[config.mk]
export PLATFORM = sky130hd
export DESIGN_NAME = ingress_decode
export DESIGN_NICKNAME = d
export VERILOG_FILES = /design/src/logic/axis_pkg.sv /design/src/logic/route_pkg.sv /design/src/logic/ingress_decode.sv
export VERILOG_INCLUDE_DIRS = /design/src /design/src/logic
export SDC_FILE = /design/constraint.sdc
export NUM_CORES = 1
export LEC_CHECK = 0
export ABC_AREA = 1
export BUFFER_PORTS_ARGS = -buffer_cell sky130_fd_sc_hd__buf_2
export CAP_MARGIN = 0
export CELL_PAD_IN_SITES_DETAIL_PLACEMENT = 0
export CELL_PAD_IN_SITES_GLOBAL_PLACEMENT = 1
export CORE_MARGIN = 5
export CORE_UTILIZATION = 16
export DETAILED_ROUTE_END_ITERATION = 10
export PLACE_DENSITY = 0.9
export SYNTH_ARGS = -nofsm -noshare
export SYNTH_HDL_FRONTEND = slang
export SYNTH_SLANG_ARGS = --single-unit
[constraint.sdc]
create_clock -name aclk -period 2.9 [get_ports aclk]
set_input_delay 0.29 -clock aclk [delete_from_list [all_inputs] [get_ports aclk]]
set_output_delay 0.29 -clock aclk [all_outputs]
set_load 0.05 [all_outputs]
[src/logic/vio_switch_defines.svh]
`ifndef VIO_SWITCH_DEFINES_SVH
`define VIO_SWITCH_DEFINES_SVH

// Stream payload widths
`define VIO_DATA_BITS 64

// Process ID carried in tid
`define VIO_PID_BITS 6

// Routing destination carried in tdest and on the route sideband
`define VIO_DEST_BITS 14

// User-region ports, numbered from zero
`define VIO_N_VFIU 4

// Host TX, host RX, RDMA RX and RDMA TX
`define VIO_N_SVC 4

// Every port is both an input and an output of the switch
`define VIO_N_PORTS (`VIO_N_VFIU + `VIO_N_SVC)

`endif

[src/logic/axis_pkg.sv]
`include "vio_switch_defines.svh"

package axis_pkg;

  // Stream payload fields
  typedef logic [`VIO_DATA_BITS-1:0]   data_t;
  typedef logic [`VIO_DATA_BITS/8-1:0] keep_t;
  typedef logic [`VIO_PID_BITS-1:0]    pid_t;
  typedef logic [`VIO_DEST_BITS-1:0]   dest_t;

  // One beat as seen on a vFIU sink or source, routing travels on the sideband
  typedef struct packed {
    data_t tdata;
    keep_t tkeep;
    logic  tlast;
    pid_t  tid;
  } axis_beat_t;

  // Beat with its destination attached
  // Used by the service ports and inside the switch
  typedef struct packed {
    axis_beat_t beat;
    dest_t      tdest;
  } axis_routed_t;

endpackage

[src/logic/route_pkg.sv]
`include "vio_switch_defines.svh"

package route_pkg;

  // Port number, wide enough for every input and output
  typedef logic [$clog2(`VIO_N_PORTS)-1:0] port_idx_t;

  // One bit per port, used for requests, grants and decode errors
  typedef logic [`VIO_N_PORTS-1:0] port_vec_t;

  // vFIU ports take numbers 0 to N_VFIU-1, the service ports follow
  localparam port_idx_t PORT_HOST_TX = port_idx_t'(`VIO_N_VFIU + 0);
  localparam port_idx_t PORT_HOST_RX = port_idx_t'(`VIO_N_VFIU + 1);
  localparam port_idx_t PORT_RDMA_RX = port_idx_t'(`VIO_N_VFIU + 2);
  // Requests and responses share this port
  localparam port_idx_t PORT_RDMA_TX = port_idx_t'(`VIO_N_VFIU + 3);

  // Ingress packet tracker
  typedef enum logic [1:0] {
    ING_IDLE,
    ING_FWD,
    ING_DROP
  } ingress_state_t;

  // Egress lock, held from the first granted beat to tlast
  typedef enum logic {
    EGR_IDLE,
    EGR_LOCKED
  } egress_state_t;

endpackage

[src/logic/ingress_decode.sv]
`timescale 1ns/1ps
`include "vio_switch_defines.svh"

module ingress_decode (
  input  logic                   aclk,
  input  logic                   rst_n,
  input  axis_pkg::axis_routed_t s_beat,
  input  logic                   s_valid,
  output logic                   s_ready,
  output route_pkg::port_vec_t   req,
  output axis_pkg::axis_routed_t beat_out,
  output logic                   decode_err,
  input  route_pkg::port_vec_t   grant_ready
);
  import axis_pkg::*;
  import route_pkg::*;

  ingress_state_t state_q;
  port_idx_t      dest_q;
  logic           in_range;
  port_idx_t      cur_dest;
  logic           fwd_ok;
  logic           xfer;
  logic           decode_err_q;

  // Only the first beat's tdest is decoded, later beats follow dest_q
  assign in_range = (s_beat.tdest < dest_t'(`VIO_N_PORTS));
  assign cur_dest = (state_q == ING_FWD) ? dest_q : port_idx_t'(s_beat.tdest);
  assign fwd_ok   = (state_q == ING_FWD) || ((state_q == ING_IDLE) && in_range);

  always_comb begin
    req = '0;
    req[cur_dest] = s_valid && fwd_ok;
  end

  // Dropped packets are swallowed at full rate
  always_comb begin
    case (state_q)
      ING_FWD:  s_ready = grant_ready[cur_dest];
      ING_DROP: s_ready = 1'b1;
      default:  s_ready = s_valid && (!in_range || grant_ready[cur_dest]);
    endcase
  end

  assign xfer     = s_valid && s_ready;
  assign beat_out = s_beat;

  always_ff @(posedge aclk) begin
    if (!rst_n) begin
      state_q      <= ING_IDLE;
      decode_err_q <= 1'b0;
    end else begin
      // One pulse per misrouted packet, on the cycle after its first beat
      decode_err_q <= (state_q == ING_IDLE) && xfer && !in_range;
      case (state_q)
        ING_IDLE: begin
          if (xfer && !s_beat.beat.tlast) begin
            state_q <= in_range ? ING_FWD : ING_DROP;
          end
        end
        ING_FWD, ING_DROP: begin
          if (xfer && s_beat.beat.tlast) begin
            state_q <= ING_IDLE;
          end
        end
        default: state_q <= ING_IDLE;
      endcase
    end
  end

  always_ff @(posedge aclk) begin
    if ((state_q == ING_IDLE) && xfer) begin
      dest_q <= cur_dest;
    end
  end

  assign decode_err = decode_err_q;

endmodule

[Word-level counts from Yosys, hierarchy flattened]
Cells that the tools add are included.
Storage, ports and cells
  memory bits (read-only): 0
  memory bits (writable): 0
  bits of input ports: 104
  latch bits: 0
  memories: 0
  output and inout port bits: 103
  register bits: 6
  word-level logic and storage cells: 37
Operators by class
  shifts and indexed selects: 0
  multiplexer cells: 10
  bitwise logic cells: 1
  reduce and logical (&&, ||, !) cells: 16
  multipliers: 0
  div/mod/pow operators: 0
  $lt $le $gt $ge: 3
  add/sub/neg operators: 0
  equality and inequality tests: 4
Operators by type and width (number)
  $lt 14x4->1 const B: 1
  $logic_and 1x1->1: 9
  $and 8x8->8: 1
  $mux 2: 3
  $lt 3x4->1 const B: 1
  $pmux 2 s2: 1
  $bmux 1 s3: 1
  $demux 1 s3: 1
  $ge 3x1->1 const B: 1
  $mux 3: 1
  $eq 2x1->1 const B: 1
  $eq 2x2->1 const B: 1
  $logic_not 1->1: 2
  $logic_not 2->1: 1
  $logic_or 1x1->1: 2
  $mux 1: 2
  $ne 2x1->1 const B: 1
  $ne 2x2->1 const B: 1
  $pmux 1 s2: 1
  $reduce_and 2->1: 1
  $reduce_or 2->1: 1

[Logic depth before layout (Yosys ltp)]
Gate-level depths: netlist of the first run.
  depth in word-level cells: 11
  mapped depth: 19
  mapped depth without buffers: 19

[Worst setup path before layout of the first run]
OpenSTA, ideal clock, no wires.
  kind: register to output
  start: reg state_q[1]
  end: out req[3]
  cell stages (with the launch flop): 8
  slack: 21 ps
  data arrival time: 2589 ps
  data required time: 2610 ps
  path buffers: 0
  cell sequence: dfxtp_1 > inv_1 > ha_1 > inv_2 > nand2_2 > nand2_2 > inv_1 > nor4_1
Between the ends
  word-level cells in the longest chain between the ends: 7
  elaborated cells between the ends (all ways): 12
  those cells by class: order compare: 2; eq/ne: 1; mux: 3; bitwise: 1; reduce/logical: 5
RTL lines
  from (decl): line ingress_decode.sv:18  | ingress_state_t state_q;
  from (signal assigned): line ingress_decode.sv:58  | state_q <= in_range ? ING_FWD : ING_DROP;
  $eq 2x1->1 (*): line ingress_decode.sv:28  | assign cur_dest = (state_q == ING_FWD) ? dest_q : port_idx_t'(s_beat.tdest);
  $mux 3 (*): line ingress_decode.sv:28
  via cur_dest[0]: line ingress_decode.sv:21  | port_idx_t cur_dest;
  $lt 3x4->1 (not written as such) / $ge 3x1->1 (equally long branches): line ingress_decode.sv:33  | req[cur_dest] = s_valid && fwd_ok;
  $logic_and 1x1->1: line ingress_decode.sv:33
  $mux 1 (not written as such): line ingress_decode.sv:33
  $demux 1 s3 (*): line ingress_decode.sv:33
  $and 8x8->8 (no line) (*)
  to (decl): line ingress_decode.sv:10  | output route_pkg::port_vec_t req,
Mark *: on every way through the listed nets, which the timed path passes. The rest lies on a longest branch.

[Worst setup path after layout of the first run]
  start: reg state_q[1]
  end: out s_ready
Between the ends
  word-level cells in the longest chain between the ends: 7
  elaborated cells between the ends (all ways): 8
  those cells by class: eq/ne: 2; mux: 4; reduce/logical: 2
RTL lines
  $eq 2x1->1 (*): line ingress_decode.sv:28
  $mux 3 (*): line ingress_decode.sv:28
  via cur_dest[2]: line ingress_decode.sv:21
  $bmux 1 s3 (*): line ingress_decode.sv:39, ingress_decode.sv:41
  $mux 1 (not written as such) (*): line ingress_decode.sv:39, ingress_decode.sv:41
  $logic_or 1x1->1: line ingress_decode.sv:41  | default: s_ready = s_valid && (!in_range || grant_ready[cur_dest]);
  $logic_and 1x1->1: line ingress_decode.sv:41
  $pmux 1 s2 (*): line ingress_decode.sv:38  | case (state_q)
  to (decl): line ingress_decode.sv:9  | output logic s_ready,
Mark *: on every way through the listed nets, which the timed path passes. The rest lies on a longest branch. The select of a mux whose other input is x is not followed.

==> results of run 1 <==
per-layer routing:
layer	track usage	routed length, um	vias up	share of wire
met3	0.03875	355	19	0.13
met2	0.08304	1321	55	0.47
met5	0	0	-	0
li1	-	-	438	-
met4	0.02591	76	0	0.027
met1	0.05160	1049	362	0.37
final cells by class:
class | count | share of cell area
inverters | 22 | 0.07923
multi-input cells | 73 | 0.3673
clock buffers | 4 | 0.04322
repair buffers | 50 | 0.2401
flip-flops and latches | 6 | 0.1441
well taps | 105 | 0.1261
through the flow:
stage / cells / total power [mW] / hold slack, ns
after floorplan: 194 / 0.7466 / 0.4107
after global placement: 256 / 0.5318 / 0.4938
after detailed placement: 256 / 0.5350 / 0.5079
after CTS: 260 / 0.6729 / 0.3150
after global routing: 260 / 0.7228 / 0.3298
final: 260 / 0.6631 / 0.3183
final timing paths:
kind | from | to | slack, ns | cells after the start
max | state_q[1] | s_ready | 0.41 | 9
min | rst_n | state_q[0] | 0.32 | 3
max reg2reg | state_q[1] | dest_q[2] | 0.59 | 10
min reg2reg | state_q[1] | state_q[1] | 0.51 | 2
where the power goes:
group	leakage [nW]	internal (mW)	switching [mW]	total [mW]
sequential	0.0525	0.122	0.0139	0.136
combinational	0.474	0.113	0.281	0.394
clock	0.0228	0.0948	0.0387	0.133
total	0.549	0.329	0.334	0.663
placed cells by master (no fill, tap or decap), types with 3 or more instances in the layout:
| cell type | instances |
|---|---|
| buf_2 | 50 |
| clkbuf_8 | 3 |
| dfxtp_1 | 3 |
| edfxtp_1 | 3 |
| ha_1 | 3 |
| inv_1 | 20 |
| nand2_1 | 27 |
| nand2_2 | 4 |
| nand3_1 | 10 |
| nand4_1 | 3 |
| nor2_1 | 10 |
| nor3_1 | 3 |
| nor4_1 | 6 |
state kept, by name, summed over array words and instances (netlist names):
signal      flops
decode_err      1
dest_q          3
state_q         2
cells by family (layout without fill, tap and decap cells):
group | count (synthesis) | in the layout | synth area share
AND/OR/NAND/NOR | 64 | 64 | 0.2267
AO/OA/AOI/OAI | 6 | 6 | 0.03619
buffers and inverters | 115 | 76 | 0.5943
flip-flops | 6 | 6 | 0.1143
adder cells (fa/ha/maj) | 3 | 3 | 0.02857
critical path, delay by kind of cell, from the launching register on:
kind | cells | cell delay (ns)
AO/OA/AOI/OAI | 2 | 0.53
AND/OR/NAND/NOR | 3 | 0.30
flip-flops | 1 | 0.34
adder cells (fa/ha/maj) | 1 | 0.26
buffers and inverters | 3 | 0.53
==> results_dict.tcl, run 1 <==
set metrics [dict create \
    status "complete, no violations" \
    layout.nets 263 \
    antenna_found_initial 0 \
    gp_congestion 0.7850 \
    yosys-top-cells-count "93 x buf_4, 27 x nand2_1, 20 x inv_1, 10 x nand3_1, 10 x nor2_1" \
    final.setup.worst_slack_ns 0.4053 \
    worstPathRequired_ns 2.61 \
    dieWidth_um 100.6 \
    layout.area.seq_sq_um 150.1 \
    grt-ovfl-total 0 \
    crit_slowest_cell "dfxtp_1" \
    fin_crit_ns 2.495 \
    async_flop_share 0 \
    final_util 0.1288 \
    maxCapViolations 0 \
    max_slew_margin 0.6716 \
    arrival_ns 2.20 \
    port_buffers 50 \
    grt_pass1_wl_mm 4.181 \
    slew_violations 0 \
    worst_setup_path_end_kind "primary output" \
    syn2layout_area_growth_pct -20.67 \
    clockBufferDepth 2 \
    initial_core_util 0.1623 \
    core_area_sq_um 8093 \
    clk_transition_reported_paths_ns 0.04 \
    pre_cts_slack_ns 0.5729 \
    netlist_area_sq_um 1314 \
    final_area_sq_um 1042 \
    skew_ns 0.0008877 \
    cts_tree "done" \
    grt_pass1_vias 852 \
    dp_hpwl_mm 2.482 \
    synth_cell_types 18 \
    setup_violations 0 \
    wl_mm 2.802 \
    insertion_delay_ns 0.22 \
    path_max_fanout 7 \
    synth_fp_nets 301 \
    finalHoldViolations 0 \
    dieHeight_um 100.6 \
    first_pass_iters 2 \
    rsz0062_at_grt "no" \
    dpl-instance-area_sq_um 997.2 \
    power.density_nw_per_um2 636.2 \
    die_area_sq_um 10120 \
    synth_cells 194 \
    period_share 0.8602 \
    synth.most_common_cell "buf_4" \
    grt_max_degree 9 \
    max_freq_mhz 400.9 \
    ys_seq_elements 6 \
    synth_top_cell_by_area "buf_4" \
    post_cts_resize_count 0 \
    n_fill_cell 975 \
    clkSinkCount 6 \
    cts-root-buf "clkbuf_8" \
    cts_setup_buffers 0 \
    ioPinCount 207 \
    worst-setup-path-type "reg2out" \
    worstMarginPinSlew_ns 0.4893 \
    synth_area_per_cell_sq_um 6.772 \
    via_count 874 \
    path_cells "inv_1, ha_1, o21ai_1, inv_1, nand2_1, nand3_1, nand2_1, a21boi_2, buf_2" \
    synth_top_area_share 0.5314 \
    setup_tns_ns 0 \
    ys_seq_area_frac 0.1143 \
    drive_gt1_frac 0.4000 \
    p_leak_nw 0.5490 \
    insertedDiodeCount 0 \
    track_usage 0.05284 \
    ant_nets 0 \
    synth_edf_count 3 \
    rows 33 \
    ys.flop_type "edfxtp_1" \
    via_per_inst 3.362 \
    cts_buffers 3 \
    ys_warn_count 0 \
    cts_max_level 1 \
    wl_per_cell_um 10.78 \
    slowest_delay_ns 0.34 \
    peakVddDrop_v 0.0002059 \
    synth_area_leaders "buf_4 53%, nand2_1 7.7%, edfxtp_1 6.9%, inv_1 5.7%, dfxtp_1 4.6%" \
    drcViolationCount 0 \
    min-delay-path-class "in2reg" \
    critPathLaunchType "flip-flop" \
    multi_input_area_sq_um 382.9 \
    drtIter0Drc 33 \
    cts_hold_buf 0 \
]
Note: power is estimated with default switching activity, not from simulation.
==> run 2, diff against run 1 <==
GPL_TIMING_DRIVEN = 0   (was not set)
SETUP_SLACK_MARGIN = 0.1   (was not set)
==> run 2 against run 1 <==
Net effect: clock power barely moved; largest power group unchanged; total power is 53% higher; setup slack worse by 0.031 ns; hold slack better by 0.0010 ns; maximum frequency shrank 1.2%; cell area up 100%; critical endpoint unchanged; count of clock-buffer cells in the layout unchanged; global-route usage up 1.7 points; final cell count increased by 66%; via count rose by 70%.
==> results_dict.tcl, run 2 (same netlist as run 1, synthesis figures left out) <==
set metrics [dict create \
    status "complete, no violations" \
    critPathLaunchType "flip-flop" \
    maxCapViolations 0 \
    first_pass_iters 3 \
    clockBufferDepth 2 \
    cts_buffers 3 \
    antenna_found_initial 0 \
    worstPathRequired_ns 2.61 \
    insertedDiodeCount 0 \
    min-delay-path-class "in2reg" \
    cts_setup_buffers 0 \
    slowest_delay_ns 0.37 \
    insertion_delay_ns 0.22 \
    cts_hold_buf 0 \
    whs_path_depth 3 \
    drt-met1-wl_mm 1.389 \
    drcViolationCount 0 \
    cts_tree "done" \
    port_buffers 128 \
    layout_common_cells "128 x buf_2, 93 x buf_4, 27 x nand2_1, 20 x inv_1" \
    clk_transition_reported_paths_ns 0.04 \
    via_count 1490 \
    clkSinkCount 6 \
    layout.nets 434 \
    path_max_fanout 7 \
    initial_core_util 0.1623 \
    ant_nets 0 \
    grt_pass1_wl_mm 5.858 \
    hp-start "rst_n" \
    grt-ovfl-total 0 \
    worstMarginPinSlew_ns 0.5016 \
    path_cells "inv_1, ha_1, o21ai_1, inv_1, nand2_1, nand3_1, nand2_1, a21boi_2, buf_2" \
    power.density_nw_per_um2 474.8 \
    rrSetupSlack_ns 0.51 \
    peakVddDrop_v 0.0001569 \
    setup_violations 0 \
    dieWidth_um 100.6 \
    syn2layout_area_growth_pct 62.19 \
    timing.rr.start "state_q[1]" \
    finalHoldViolations 0 \
    reg2reg_depth 10 \
    die_area_sq_um 10120 \
    worst-setup-path-type "reg2out" \
    wl_mm 4.156 \
    max_freq_mhz 396.0 \
    dp_hpwl_mm 3.993 \
    period_share 0.8708 \
    final_util 0.2633 \
    rsz0062_at_grt "no" \
    wl_per_cell_um 9.643 \
    gp_congestion 0.7656 \
    dieHeight_um 100.6 \
    min_to "state_q[0]" \
    grt_max_degree 9 \
    largest_register_ffs 3 \
    skew_ns 0.003242 \
    wl_met3_um 463 \
    fin_crit_ns 2.525 \
    grt_pass1_vias 1404 \
    max_slew_margin 0.6633 \
    cts_max_level 1 \
    reg2reg_to "dest_q[0]" \
    rows 33 \
    core_area_sq_um 8093 \
    p_leak_nw 1.303 \
    crit_slowest_cell "o21ai_1" \
    worst_setup_path_end_kind "primary output" \
    via_per_inst 3.457 \
    regMostFlops "dest_q" \
    routed.top_layer "met3" \
    arrival_ns 2.24 \
    post_cts_resize_count 0 \
    dr_wl_met2_mm 2.304 \
    slew_violations 0 \
    drtIter0Drc 29 \
    drive_gt1_frac 0.7147 \
    final_common_cell "buf_2" \
    ioPinCount 207 \
    setup_tns_ns 0 \
    track_usage 0.06944 \
    cts-root-buf "clkbuf_8" \
]
## run 2: changes by cell type in the layout (fill, tap and decap cells not counted)
cell,before,now
buf_2,50,128
buf_4,0,93
## run 2: metrics by stage
step	setup slack [ns]	hold slack, ns	cell area [sq um]	total power [mW]	std cells
floorplan	0.02061	0.4107	1314	0.7466	194
global placement	0.5757	0.4993	2086	0.8788	427
detailed placement	0.4950	0.5242	2086	0.8912	427
CTS	0.3567	0.3212	2131	1.027	431
global route	0.1081	0.3488	2131	1.092	431
finish	0.3747	0.3193	2131	1.012	431
## run 2: area by class of cell
class / count / area, sq um
inverter: 22 / 82.58
buffer: 93 / 698.2
multi-input combinational: 73 / 382.9
sequential: 6 / 150.1
tap: 105 / 131.4
fill: 913 / 5962
clock buffer: 4 / 45.04
timing repair buffer: 128 / 640.6
## run 2: worst max-delay path by stage
stage                from        end  cells past startpoint
2_1_floorplan  state_q[1]     req[3]                      7
3_3_place_gp   state_q[1]  dest_q[1]                     10
3_5_place_dp   state_q[1]  dest_q[0]                     10
4_1_cts        state_q[1]    s_ready                      9
5_1_grt        state_q[1]    s_ready                     12
6_report       state_q[1]    s_ready                      9
## run 2: worst max-delay path: cells and delay by family (launching register included)
family / cells / cell delay [ns]
compound gates: 2 / 0.54
fa+ha+maj: 1 / 0.26
buf+inv: 3 / 0.54
flops: 1 / 0.35
simple gates: 3 / 0.31
## run 2: report_power, final
group	total [mW]	switching (mW)	internal (mW)	leakage (nW)
Sequential	0.136	0.0143	0.122	0.0525
Combinational	0.745	0.517	0.228	1.23
Clock	0.131	0.0361	0.0946	0.0228
Total	1.01	0.568	0.444	1.30
## run 2: layer usage
| layer | vias to the layer above | GRT usage |
|---|---|---|
| met5 | - | 0 |
| met4 | 0 | 0.008290 |
| met3 | 0 | 0.02076 |
| met2 | 86 | 0.1362 |
| met1 | 629 | 0.07404 |
| li1 | 775 | - |
